`src/verilog/cpu_pkg.sv`:
```
package cpu_pkg;

    typedef logic [31:0] word_t;
    typedef logic [3:0]  reg_addr_t;

    // instruction word bits 31..28
    typedef enum logic [3:0] {
        t_inh    = 4'h0,
        t_cmp    = 4'h3,
        t_mov    = 4'h4,
        t_alu    = 4'h9,
        t_ldi    = 4'ha,
        t_load   = 4'hb,
        t_store  = 4'hc,
        t_branch = 4'hd
    } instr_type_e;

    typedef enum logic [2:0] {
        alu_add, alu_sub, alu_and, alu_or, alu_xor, alu_shl, alu_shr, alu_ashr
    } alu_func_e;

    typedef enum logic [1:0] {alu2_b, alu2_four, alu2_sval} alu2_sel_e;
    typedef enum logic [1:0] {reg_alu, reg_b, reg_mdr, reg_imm} reg_sel_e;
    typedef enum logic [1:0] {mdr_hold, mdr_bus, mdr_alu, mdr_a} mdr_sel_e;
    typedef enum logic [1:0] {mar_hold, mar_alu} mar_sel_e;
    typedef enum logic [1:0] {pc_hold, pc_next, pc_rel, pc_alu} pc_sel_e;
    typedef enum logic {addr_pc, addr_mar} addr_sel_e;

    typedef enum logic [5:0] {
        s_reset, s_fetch, s_fetch2, s_eval, s_term, s_halt,
        s_inh, s_ldi, s_mov, s_mov2, s_cmp, s_cmp2, s_branch,
        s_alu, s_alu2, s_alu3, s_mdr2ra,
        s_load, s_load2, s_load3, s_load4,
        s_store, s_store2, s_store3, s_store4
    } state_e;

    // flags are {ltu, lt, eq}
    typedef enum logic [3:0] {
        bc_bra, bc_beq, bc_bne, bc_bgtu, bc_bgt, bc_bge,
        bc_ble, bc_blt, bc_bgeu, bc_bltu, bc_bleu, bc_brn
    } bra_cond_e;

endpackage

```
`src/verilog/cpu_ctrl_if.sv`:
```
`timescale 1ns/10ps

interface cpu_ctrl_if import cpu_pkg::*; ();

    logic        ir_write;
    logic        a_write;
    logic        b_write;
    logic        reg_write;
    logic        ccr_write;
    alu_func_e   alu_func;
    alu2_sel_e   alu2_sel;
    reg_sel_e    reg_sel;
    mdr_sel_e    mdr_sel;
    mar_sel_e    mar_sel;
    pc_sel_e     pc_sel;
    addr_sel_e   addr_sel;
    reg_addr_t   reg_read_addr1;
    reg_addr_t   reg_read_addr2;
    reg_addr_t   reg_write_addr;
    word_t       ir;
    logic [2:0]  ccr;

    modport ctrl (
        output ir_write, a_write, b_write, reg_write, ccr_write,
        output alu_func, alu2_sel, reg_sel, mdr_sel, mar_sel, pc_sel, addr_sel,
        output reg_read_addr1, reg_read_addr2, reg_write_addr,
        input  ir, ccr
    );

    modport dp (
        input  ir_write, a_write, b_write, reg_write, ccr_write,
        input  alu_func, alu2_sel, reg_sel, mdr_sel, mar_sel, pc_sel, addr_sel,
        input  reg_read_addr1, reg_read_addr2, reg_write_addr,
        output ir, ccr
    );

endinterface

```
`src/verilog/cpu_alu.sv`:
```
`timescale 1ns/10ps

module cpu_alu import cpu_pkg::*; #(
    parameter int SHIFT_WIDTH = 5
) (
    input  word_t      a,
    input  word_t      b,
    input  alu_func_e  func,
    output word_t      result,
    output logic [2:0] flags
);

    logic [SHIFT_WIDTH-1:0] shamt;
    logic [32:0]            diff;
    logic                   ltu;
    logic                   lt;
    logic                   eq;

    assign shamt = b[SHIFT_WIDTH-1:0];
    assign diff  = {1'b0, a} - {1'b0, b};

    assign ltu = diff[32]; // borrow out
    assign lt  = (a[31] != b[31]) ? a[31] : diff[31];
    assign eq  = (diff[31:0] == '0);
    assign flags = {ltu, lt, eq};

    always_comb begin
        case (func)
            alu_add:  result = a + b;
            alu_sub:  result = diff[31:0];
            alu_and:  result = a & b;
            alu_or:   result = a | b;
            alu_xor:  result = a ^ b;
            alu_shl:  result = a << shamt;
            alu_shr:  result = a >> shamt;
            alu_ashr: result = $signed(a) >>> shamt;
            default:  result = a + b;
        endcase
    end

endmodule

```
`src/verilog/cpu_control.sv`:
```
`timescale 1ns/10ps

module cpu_control import cpu_pkg::*; (
    input  logic     clk_i,
    input  logic     rst_i,
    cpu_ctrl_if.ctrl ctl,
    output logic     bus_cyc,
    output logic     bus_write,
    input  logic     bus_ack,
    output logic     halt
);

    state_e      state;
    state_e      state_next;
    instr_type_e ir_type;
    logic [3:0]  ir_op;
    reg_addr_t   ir_ra;
    reg_addr_t   ir_rb;
    reg_addr_t   ir_rc;
    logic        ccr_ltu;
    logic        ccr_lt;
    logic        ccr_eq;
    logic        bra_taken;

    assign ir_type = instr_type_e'(ctl.ir[31:28]);
    assign ir_op   = ctl.ir[27:24];
    assign ir_ra   = ctl.ir[23:20];
    assign ir_rb   = ctl.ir[19:16];
    assign ir_rc   = ctl.ir[15:12];
    assign {ccr_ltu, ccr_lt, ccr_eq} = ctl.ccr;

    assign halt = (state == s_halt);

    always_comb begin
        case (bra_cond_e'(ir_op))
            bc_bra:  bra_taken = 1'b1;
            bc_beq:  bra_taken = ccr_eq;
            bc_bne:  bra_taken = ~ccr_eq;
            bc_bgtu: bra_taken = ~(ccr_ltu | ccr_eq);
            bc_bgt:  bra_taken = ~(ccr_lt | ccr_eq);
            bc_bge:  bra_taken = ~ccr_lt;
            bc_ble:  bra_taken = ccr_lt | ccr_eq;
            bc_blt:  bra_taken = ccr_lt;
            bc_bgeu: bra_taken = ~ccr_ltu;
            bc_bltu: bra_taken = ccr_ltu;
            bc_bleu: bra_taken = ccr_ltu | ccr_eq;
            default: bra_taken = 1'b0; // brn and spare codes
        endcase
    end

    always_ff @(posedge clk_i or posedge rst_i) begin
        if (rst_i) begin
            state <= s_reset;
        end else begin
            state <= state_next;
        end
    end

    always_comb begin
        state_next         = state;
        ctl.ir_write       = 1'b0;
        ctl.a_write        = 1'b0;
        ctl.b_write        = 1'b0;
        ctl.reg_write      = 1'b0;
        ctl.ccr_write      = 1'b0;
        ctl.alu_func       = alu_add;
        ctl.alu2_sel       = alu2_b;
        ctl.reg_sel        = reg_alu;
        ctl.mdr_sel        = mdr_hold;
        ctl.mar_sel        = mar_hold;
        ctl.pc_sel         = pc_hold;
        ctl.addr_sel       = addr_pc;
        ctl.reg_read_addr1 = ir_ra;
        ctl.reg_read_addr2 = ir_rb;
        ctl.reg_write_addr = ir_ra;
        bus_cyc            = 1'b0;
        bus_write          = 1'b0;

        case (state)
            s_reset: state_next = s_fetch;
            s_fetch: begin
                bus_cyc      = 1'b1;
                ctl.ir_write = 1'b1; // ir takes bus data on ack
                if (bus_ack)
                    state_next = s_fetch2;
            end
            s_fetch2: begin
                ctl.pc_sel = pc_next;
                state_next = s_eval;
            end
            s_eval: begin
                case (ir_type)
                    t_inh:    state_next = s_inh;
                    t_ldi:    state_next = s_ldi;
                    t_mov:    state_next = s_mov;
                    t_cmp:    state_next = s_cmp;
                    t_branch: state_next = s_branch;
                    t_alu:    state_next = s_alu;
                    t_load:   state_next = s_load;
                    t_store:  state_next = s_store;
                    default:  state_next = s_halt;
                endcase
            end
            s_inh: state_next = s_fetch; // nop
            s_ldi: begin
                ctl.reg_sel   = reg_imm;
                ctl.reg_write = 1'b1;
                state_next    = s_fetch;
            end
            s_mov: begin
                ctl.b_write = 1'b1; // B <= rB
                state_next  = s_mov2;
            end
            s_mov2: begin
                ctl.reg_sel   = reg_b;
                ctl.reg_write = 1'b1;
                state_next    = s_fetch;
            end
            s_cmp: begin
                ctl.a_write = 1'b1; // A <= rA
                ctl.b_write = 1'b1; // B <= rB
                state_next  = s_cmp2;
            end
            s_cmp2: begin
                ctl.alu_func  = alu_sub;
                ctl.ccr_write = 1'b1;
                state_next    = s_term;
            end
            s_term: state_next = s_fetch;
            s_branch: begin
                if (bra_taken)
                    ctl.pc_sel = pc_rel;
                state_next = s_fetch;
            end
            s_alu: begin
                ctl.reg_read_addr1 = ir_rb;
                ctl.reg_read_addr2 = ir_rc;
                ctl.a_write        = 1'b1;
                ctl.b_write        = 1'b1;
                state_next         = s_alu2;
            end
            s_alu2, s_alu3: begin
                ctl.alu_func = alu_func_e'(ir_op[2:0]);
                ctl.alu2_sel = ir_op[3] ? alu2_sval : alu2_b;
                if (state == s_alu3) begin
                    ctl.mdr_sel = mdr_alu;
                    state_next  = s_mdr2ra;
                end else begin
                    state_next  = s_alu3;
                end
            end
            s_mdr2ra: begin
                ctl.reg_sel   = reg_mdr;
                ctl.reg_write = 1'b1;
                state_next    = s_fetch;
            end
            s_load, s_store: begin
                ctl.reg_read_addr1 = ir_rb;
                ctl.a_write        = 1'b1; // A <= rB
                state_next         = (state == s_load) ? s_load2 : s_store2;
            end
            s_load2: begin
                ctl.alu2_sel = alu2_sval;
                state_next   = s_load3;
            end
            s_load3: begin
                ctl.alu2_sel = alu2_sval;
                ctl.mar_sel  = mar_alu;
                state_next   = s_load4;
            end
            s_load4: begin
                ctl.addr_sel = addr_mar;
                ctl.mdr_sel  = mdr_bus;
                bus_cyc      = 1'b1;
                if (bus_ack)
                    state_next = s_mdr2ra;
            end
            s_store2: begin
                ctl.alu2_sel = alu2_sval;
                ctl.mar_sel  = mar_alu;
                ctl.a_write  = 1'b1; // A <= rA, same edge as MAR
                state_next   = s_store3;
            end
            s_store3: begin
                ctl.mdr_sel = mdr_a;
                state_next  = s_store4;
            end
            s_store4: begin
                ctl.addr_sel = addr_mar;
                bus_cyc      = 1'b1;
                bus_write    = 1'b1;
                if (bus_ack)
                    state_next = s_term;
            end
            s_halt: state_next = s_halt;
            default: state_next = s_halt;
        endcase
    end

    assert property (@(posedge clk_i) disable iff (rst_i) bus_write |-> bus_cyc);

    // only reset leaves halt
    assert property (@(posedge clk_i) disable iff (rst_i) $past(halt) |-> halt);

endmodule

```
`src/verilog/cpu_datapath.sv`:
```
`timescale 1ns/10ps

module cpu_datapath import cpu_pkg::*; #(
    parameter word_t RESET_VECTOR = '0,
    parameter int    SHIFT_WIDTH  = 5
) (
    input  logic   clk_i,
    input  logic   rst_i,
    cpu_ctrl_if.dp ctl,
    output word_t  bus_adr,
    output word_t  bus_dat_w,
    input  word_t  bus_dat_r,
    input  logic   bus_ack
);

    word_t      ir_q;
    word_t      pc_q;
    word_t      a_q;
    word_t      b_q;
    word_t      mar_q;
    word_t      mdr_q;
    logic [2:0] ccr_q;
    word_t      rd1;
    word_t      rd2;
    word_t      alu_b;
    word_t      alu_out;
    logic [2:0] alu_flags;
    word_t      sval;
    word_t      imm;
    word_t      pc_target;
    word_t      reg_wdata;

    assign ctl.ir  = ir_q;
    assign ctl.ccr = ccr_q;

    assign sval      = {{17{ir_q[15]}}, ir_q[15:1]};
    assign imm       = {17'h0, ir_q[15:1]};
    assign pc_target = pc_q + {sval[29:0], 2'b00}; // pc already stepped

    assign bus_adr   = (ctl.addr_sel == addr_mar) ? mar_q : pc_q;
    assign bus_dat_w = mdr_q;

    always_comb begin
        case (ctl.alu2_sel)
            alu2_four: alu_b = 32'd4;
            alu2_sval: alu_b = sval;
            default:   alu_b = b_q;
        endcase
    end

    always_comb begin
        case (ctl.reg_sel)
            reg_b:   reg_wdata = b_q;
            reg_mdr: reg_wdata = mdr_q;
            reg_imm: reg_wdata = imm;
            default: reg_wdata = alu_out;
        endcase
    end

    cpu_alu #(.SHIFT_WIDTH(SHIFT_WIDTH)) u_alu (
        .a      (a_q),
        .b      (alu_b),
        .func   (ctl.alu_func),
        .result (alu_out),
        .flags  (alu_flags)
    );

    cpu_regfile u_regfile (
        .clk_i      (clk_i),
        .rst_i      (rst_i),
        .read_addr1 (ctl.reg_read_addr1),
        .read_addr2 (ctl.reg_read_addr2),
        .read_data1 (rd1),
        .read_data2 (rd2),
        .write_en   (ctl.reg_write),
        .write_addr (ctl.reg_write_addr),
        .write_data (reg_wdata)
    );

    always_ff @(posedge clk_i or posedge rst_i) begin
        if (rst_i) begin
            ir_q  <= '0;
            pc_q  <= RESET_VECTOR;
            ccr_q <= '0;
        end else begin
            if (ctl.ir_write && bus_ack)
                ir_q <= bus_dat_r;
            if (ctl.ccr_write)
                ccr_q <= alu_flags;
            case (ctl.pc_sel)
                pc_next: pc_q <= pc_q + 32'd4;
                pc_rel:  pc_q <= pc_target;
                pc_alu:  pc_q <= alu_out;
                default: pc_q <= pc_q;
            endcase
        end
    end

    always_ff @(posedge clk_i) begin
        if (ctl.a_write)
            a_q <= rd1;
        if (ctl.b_write)
            b_q <= rd2;
        if (ctl.mar_sel == mar_alu)
            mar_q <= alu_out;
        case (ctl.mdr_sel)
            mdr_bus: if (bus_ack) mdr_q <= bus_dat_r; // capture on ack edge
            mdr_alu: mdr_q <= alu_out;
            mdr_a:   mdr_q <= a_q;
            default: mdr_q <= mdr_q;
        endcase
    end

    // an ack must belong to exactly one bus consumer
    assert property (@(posedge clk_i) disable iff (rst_i)
        !(bus_ack && ctl.ir_write && ctl.mdr_sel == mdr_bus));

endmodule

```
`src/verilog/cpu_regfile.sv`:
```
`timescale 1ns/10ps

module cpu_regfile import cpu_pkg::*; (
    input  logic      clk_i,
    input  logic      rst_i,
    input  reg_addr_t read_addr1,
    input  reg_addr_t read_addr2,
    output word_t     read_data1,
    output word_t     read_data2,
    input  logic      write_en,
    input  reg_addr_t write_addr,
    input  word_t     write_data
);

    word_t regs [16];

    assign read_data1 = regs[read_addr1];
    assign read_data2 = regs[read_addr2];

    // r0 is a normal register here
    always_ff @(posedge clk_i or posedge rst_i) begin
        if (rst_i) begin
            for (int i = 0; i < 16; i++) begin
                regs[i] <= '0;
            end
        end else if (write_en) begin
            regs[write_addr] <= write_data;
        end
    end

endmodule

```
`src/verilog/cpu_top.sv`:
```
`timescale 1ns/10ps

module cpu_top import cpu_pkg::*; #(
    parameter word_t RESET_VECTOR = '0,
    parameter int    SHIFT_WIDTH  = 5
) (
    input  logic  clk_i,
    input  logic  rst_i,
    output logic  bus_cyc,
    output logic  bus_write,
    output word_t bus_adr,
    output word_t bus_dat_w,
    input  word_t bus_dat_r,
    input  logic  bus_ack,
    output logic  halt
);

    cpu_ctrl_if ctl_if ();

    cpu_control u_control (
        .clk_i     (clk_i),
        .rst_i     (rst_i),
        .ctl       (ctl_if.ctrl),
        .bus_cyc   (bus_cyc),
        .bus_write (bus_write),
        .bus_ack   (bus_ack),
        .halt      (halt)
    );

    cpu_datapath #(
        .RESET_VECTOR (RESET_VECTOR),
        .SHIFT_WIDTH  (SHIFT_WIDTH)
    ) u_datapath (
        .clk_i     (clk_i),
        .rst_i     (rst_i),
        .ctl       (ctl_if.dp),
        .bus_adr   (bus_adr),
        .bus_dat_w (bus_dat_w),
        .bus_dat_r (bus_dat_r),
        .bus_ack   (bus_ack)
    );

endmodule
```
`config.mk`:
```
export PLATFORM = sky130hd
export DESIGN_NAME = cpu_top
export DESIGN_NICKNAME = d
export VERILOG_FILES = /design/src/verilog/cpu_pkg.sv /design/src/verilog/cpu_ctrl_if.sv /design/src/verilog/cpu_alu.sv /design/src/verilog/cpu_control.sv /design/src/verilog/cpu_datapath.sv /design/src/verilog/cpu_regfile.sv /design/src/verilog/cpu_top.sv
export SDC_FILE = /design/constraint.sdc
export NUM_CORES = 2
export LEC_CHECK = 0
export BUFFER_PORTS_ARGS = -buffer_cell sky130_fd_sc_hd__buf_4
export CAP_MARGIN = 20
export CORE_MARGIN = 5
export CORE_UTILIZATION = 35
export DETAILED_ROUTE_END_ITERATION = 7
export SYNTH_ARGS = -nofsm -noshare
export SYNTH_HDL_FRONTEND = slang
export SYNTH_SLANG_ARGS = --single-unit
```
`constraint.sdc`:
```
create_clock -name clk_i -period 18.2 [get_ports clk_i]
set_input_delay 1.82 -clock clk_i [delete_from_list [all_inputs] [get_ports clk_i]]
set_output_delay 1.82 -clock clk_i [all_outputs]
set_load 0.03 [all_outputs]
```
## Yosys cells after proc, flatten, opt, wreduce, memory -nomap -nowiden

Memory sizes are Yosys's and may differ from the RTL's.
Cells that the tools add are included.

| storage, ports and cells | value |
|---|---|
| output and inout port bits | 67 |
| bits of input ports | 35 |
| word-level logic and storage cells | 171 |
| register bits after elaboration | 713 |
| memories | 1 |
| memory bits (read-only) | 80 |

Memory list:

| name | words | width | read ports | clocked after memory_dff | wr ports | RTL line | RTL |
|---|---|---|---|---|---|---|---|
| (no name shown) | 16 | 5 | 1 | 0 | 0 | cpu_control.sv:92 | `case (ir_type)` |

| operators by class | value |
|---|---|
| $add $sub $neg | 4 |
| reductions and logical operators | 21 |
| shift-type cells | 3 |
| muxes and demuxes | 43 |
| equal/unequal tests | 58 |
| bitwise logic cells | 13 |
| order comparisons | 4 |

Operator list:

| operator | number |
|---|---|
| 512-bit bitwise mux | 1 |
| 32-bit case mux with 3 select lines | 3 |
| 32-bit binary-select mux with 4-bit select | 2 |
| 32-bit case mux with 8 select lines | 1 |
| 32-bit two-way mux | 7 |
| 32-bit demux with 4-bit select | 1 |
| 6-bit case mux with 16 select lines | 1 |
| 32-bit adder | 2 |
| 32-bit case mux with 2 select lines | 1 |
| 6-bit by 5-bit equality test with 1-bit output (second input constant) | 9 |
| 6-bit by 4-bit equality test with 1-bit output (second input constant) | 8 |
| 32-bit by 32-bit subtractor with 33-bit output | 1 |
| 32-bit by 3-bit adder with 32-bit output (second input constant) | 1 |
| 32-bit AND | 1 |
| 32-bit logical NOT | 1 |
| 32-bit OR | 1 |
| 32-bit by 5-bit << shifter with 32-bit output | 1 |
| 32-bit by 5-bit right shift with 32-bit output | 1 |
| 32-bit by 5-bit >>> shifter with 32-bit output | 1 |
| 32-bit XOR | 1 |
| 6-bit by 3-bit equality test with 1-bit output (second input constant) | 4 |
| 6-bit two-way mux | 3 |
| 4-bit by 3-bit equality test with 1-bit output (second input constant) | 4 |
| 5-bit >= comparator (second input constant) | 3 |
| 37 further kinds | 87 |

## Depth between registers and ports, before layout

| logic depth | value |
|---|---|
| depth after elaboration | 9 |
| gate-level depth with buffers | 32 |
| mapped depth without buffers | 24 |

## Modules after synthesis

Synthesis repeated with hierarchy kept, for this count alone.

| second synthesis, totals | value |
|---|---|
| cell total of the unflattened synthesis | 4148 |
| area total of the unflattened synthesis | 47380.4 um2 |

By module, submodules not included:

| module | seq. area each (um2) | instances | area each (um2) | cells an instance |
|---|---|---|---|---|
| cpu_regfile | 12812.3 | 1 | 26626.8 | 1681 |
| cpu_datapath | 5520.3 | 1 | 10537.6 | 930 |
| cpu_alu | 0.0 | 1 | 8966.1 | 1367 |
| cpu_control | 125.1 | 1 | 1249.9 | 170 |

## Worst setup path after synthesis

No wires, ideal clock.

| timing path | value |
|---|---|
| path kind | register to register |
| from | reg u_control.state[2] |
| to | reg u_datapath.mdr_q[31] (netlist: u_datapath.bus_dat_w[31]) (data pin) |
| path slack | 12145 ps |
| data arrival time | 5786 ps |
| setup time | 269 ps |
| period minus slack after synthesis | 6055 ps |
| cell stages (with the launch flop) | 29 |
| path buffers | 7 |
| data required time | 17931 ps |
| cells stage by stage | dfrtp_1 buf_4 and3b_1 buf_6 a22o_1 buf_6 buf_6 nand2_2 buf_1 clkbuf_1 a21o_1 inv_1 ha_1 clkbuf_1 inv_1 a21oi_1 o31ai_1 a221o_1 a211oi_1 o311ai_0 a31oi_1 o21bai_1 fa_1 a221oi_1 o211ai_1 a2111oi_0 nor2_1 a221oi_1 o21ai_0 |

| between the ends | value |
|---|---|
| longest elaborated chain between the ends | 8 |
| elaborated cells on any way between the ends | 38 |
| classes of those cells | add/sub (2); eq/ne (20); shift (3); mux (7); bitwise (3); reduce/logical (3) |

Ends and longest elaborated chain:

| element | RTL line | RTL |
|---|---|---|
| start: declaration | cpu_control.sv:13 | `state_e state;` |
| start signal: assignment | cpu_control.sv:53 | `state <= s_reset;` |
| start signal: assignment | cpu_control.sv:55 | `state <= state_next;` |
| 6-bit by 5-bit equality test with 1-bit output (tied with other cells) | cpu_control.sv:79 | `case (state)` |
| 3-bit OR reduction (no line) or 2-bit OR reduction (tied branches) | -- |  |
| 2-bit case mux with 2 select lines | cpu_control.sv:79 |  |
| 2-bit equality test or 2-bit by 1-bit equality test with 1-bit output (tied branches) | cpu_datapath.sv:44 | `case (ctl.alu2_sel)` |
| 32-bit case mux with 2 select lines | cpu_datapath.sv:44 |  |
| 32-bit by 32-bit subtractor with 33-bit output (tied with other cells) | cpu_alu.sv:20 | `assign diff = {1'b0, a} - {1'b0, b};` |
| 32-bit case mux with 8 select lines | cpu_alu.sv:28 | `case (func)` |
| 32-bit case mux with 3 select lines (*) | cpu_datapath.sv:106 | `case (ctl.mdr_sel)` |
| end signal: assignment | cpu_datapath.sv:107 | `mdr_bus: if (bus_ack) mdr_q <= bus_dat_r;` |
| end signal: assignment | cpu_datapath.sv:108 | `mdr_alu: mdr_q <= alu_out;` |
| end signal: assignment | cpu_datapath.sv:109 | `mdr_a: mdr_q <= a_q;` |
| end: declaration | cpu_datapath.sv:21 | `word_t mdr_q;` |

Every way passes the cells marked *; elsewhere a longest branch is shown, timed or not.
A chain may end at the register's enable or synchronous reset.

## Worst setup path after layout

| timing path | value |
|---|---|
| from | reg u_control.state[3] |
| to | reg u_datapath.mdr_q[31] (netlist: u_datapath.bus_dat_w[31]) (data pin) |

The elaborated chain is that of the path after synthesis.

==> results.json <==
{
  "seq_area_frac_synth_pct": 39.7,
  "worst_clock_skew_ps": 49.3,
  "cts_made_buffers": 82,
  "io_pins": 102,
  "grt_pass1_vias": 39549,
  "status": "complete, but fails checks",
  "cts_resized": 0,
  "gp_congestion": 1.05,
  "instances_no_fill": 6593,
  "synth_nets": 5014,
  "htreeDepth": 3,
  "synthTopCellsByArea": "dfrtp_1, mux4_2, edfxtp_1",
  "clk_pin_slew_ps": 60,
  "worstPathCellList": "and3b_1 -> a22o_1 -> buf_4 -> and3_1 -> nor2_4 -> inv_2 -> buf_4 -> ha_1 -> nand2b_1 -> o22ai_1 -> or4_1 -> nand4_1 -> and2_1 -> o311ai_0 -> a31oi_1 -> o21bai_1 -> fa_1 -> a221oi_1 -> o211ai_1 -> a2111oi_0 -> nor2_1 -> a221oi_1 -> o21ai_0",
  "path_class": "reg -> reg",
  "synth_top_area_share_pct": 31.4,
  "hold_class": "reg -> reg",
  "post-route-period-util_pct": 41.5,
  "portBuffers": 101,
  "wl_per_cell_um": 30.0,
  "max_slew_margin_pct": 15.0,
  "clockBufferDepth": 3,
  "final_max_slew_viol_count": 0,
  "end_kind": "register",
  "synth_edf_count": 128,
  "die_y_um": 374,
  "grt_pass1_wl_mm": 287,
  "yosys_warnings": 0,
  "dr.first_iter.drc_count": 5372,
  "avgSynthCellArea_um2": 9.57,
  "antenna_found_initial": 10,
  "yosysTopAreaCell": "dfrtp_1",
  "slowest_stage": "dfrtp_1",
  "layout_commonest_cell": "nand2_1",
  "rows": 133,
  "core_area_um2": 132000,
  "peakVddDrop_uv": 63.6,
  "cts_tree": "done",
  "required_ps": 18630,
  "fill_cells": 12936,
  "crit_path_max_fanout": 46,
  "overflow": 0,
  "cpLargestDelayFamily": "compound AO/OA/AOI/OAI gates",
  "cts-root-buf": "clkbuf_16",
  "grt_max_degree": 147,
  "async_reset_ff_share_pct": 82.0,
  "holdBufCountCts": 0,
  "finalSetupViolCount": 0,
  "avgViaCountPerCell": 6.26,
  "crit_path_max_incr_delay_ps": 840,
  "totalWireLength_mm": 198,
  "ys_seq_elements": 711,
  "nets": 4931,
  "detail_route.first_pass.iterations": 8,
  "die_area_um2": 140000,
  "final_cell_mix": "nand2_1, o21ai_0, dfrtp_1",
  "ant_nets": 0,
  "vias": 41286,
  "initial_core_util_pct": 35.3,
  "synth_top_flop_cell": "dfrtp_1",
  "p_leak_nw": 21.7,
  "crit_path_start_kind": "register",
  "min_period_ps": 7550,
  "route.detailed.drc": 6,
  "tightest_slew_ps": 1280,
  "clock_latency_ps": 730,
  "power_density_nw_per_um2": 64.3,
  "syn2layout_area_growth_pct": 11.9,
  "cp.arrival_ps": 7980,
  "failed_checks": "design-rule violations",
  "post_cts_buffers": 0,
  "synth_cells": 4852,
  "ys_types": 96,
  "track_usage_pct": 27.6,
  "dp_hpwl_mm": 138,
  "setup-tns-final_ps": 0,
  "netlist_area_um2": 46400,
  "die_x_um": 374,
  "cap_violations": 0,
  "rsz0062_at_grt": "false",
  "fmax_ghz": 0.132,
  "cts.sinks": 711,
  "cp.buffers_inverters": 3,
  "dp_cells": 6437,
  "finalHoldViolations": 0,
  "final_layout_size_suffix_gt1_share_pct": 16.7
}
[registers in the layout, indices dropped and copies added (netlist names)]
register and flops:
u_control.state 5, u_datapath.u_regfile.regs 512, u_datapath.mar_q 32, u_datapath.pc_q 32, u_datapath.b_q 32, u_datapath.ctl.ccr 3
u_datapath.ctl.ir 31, u_datapath.bus_dat_w 32, u_datapath.a_q 32
[cell type report]
type	count	area [um2]	area share (%)
Tap cell	1755	2200	4.23
Inverter	116	445	0.858
Clock inverter	25	323	0.622
Antenna cell	2	5.00	0.00964
Timing Repair Buffer	241	1850	3.57
Multi-Input combinational cell	3617	26300	50.6
Clock buffer	126	2420	4.66
Sequential cell	711	18400	35.5
[Yosys cell counts, types with 43 or more instances]
master      n
a211oi_1  125
a21o_1     53
a21oi_1   188
a31oi_1    85
and2_1     88
buf_1      47
clkbuf_1  329
dfrtp_1   583
edfxtp_1  128
ha_1      124
inv_1     110
mux2_2     85
mux4_2    282
nand2_1   865
nand3_1    69
nor2_1    187
nor3_1    105
o211ai_1   49
o21ai_0   689
xnor2_1    43
[per-stage QoR]
step	hold WS (ps)	util, %	power (mW)	cell area (um2)	worst slack [ps]
final	376	39.5	3.34	51900	10650
after global routing	393	39.5	3.45	51900	10100
after CTS	376	39.4	3.37	51900	10770
after floorplan	425	-	1.67	46400	67.1
after detailed placement	365	37.3	1.69	49100	10840
after global placement	361	37.3	1.69	49100	11000
[path summary, 6_finish.rpt]
kind / startpoint / to / slack [ps] / cells past startpoint
min in group asynchronous: rst_i / u_datapath.u_regfile.regs[36] / 1200 / 2
setup / recovery: u_control.state[3] / u_datapath.bus_dat_w[31] / 10650 / 23
hold / removal: u_datapath.pc_q[0] / u_datapath.pc_q[0] / 380 / 0
max in group asynchronous: rst_i / u_control.state[1] / 14630 / 4
hold reg to reg: u_datapath.pc_q[0] / u_datapath.pc_q[0] / 380 / 0
setup reg to reg: u_control.state[3] / u_datapath.bus_dat_w[31] / 10650 / 23
[kinds of logic after synthesis]
family,count (synthesis),synth area share [%]
compound gates,1559,21.0
flops,711,39.7
xor+xnor,56,1.06
simple gates,1472,13.8
buf+inv,524,4.41
fa+ha+maj,127,3.47
mux,403,16.5
[routing by layer]
layer	share of wire (%)	routed length [um]	global-route usage [%]
met5	0.036	71	0
met4	4.9	9680	11.8
met3	9.8	19400	6.69
met2	44	86500	41.5
met1	42	82300	38.0
[power by group]
group,total (mW),switching (mW),internal (mW)
combinational,0.0457,0.0354,0.0102
sequential,1.62,0,1.62
clock,1.68,0.732,0.946
Note: power is estimated with default switching activity, not from simulation.
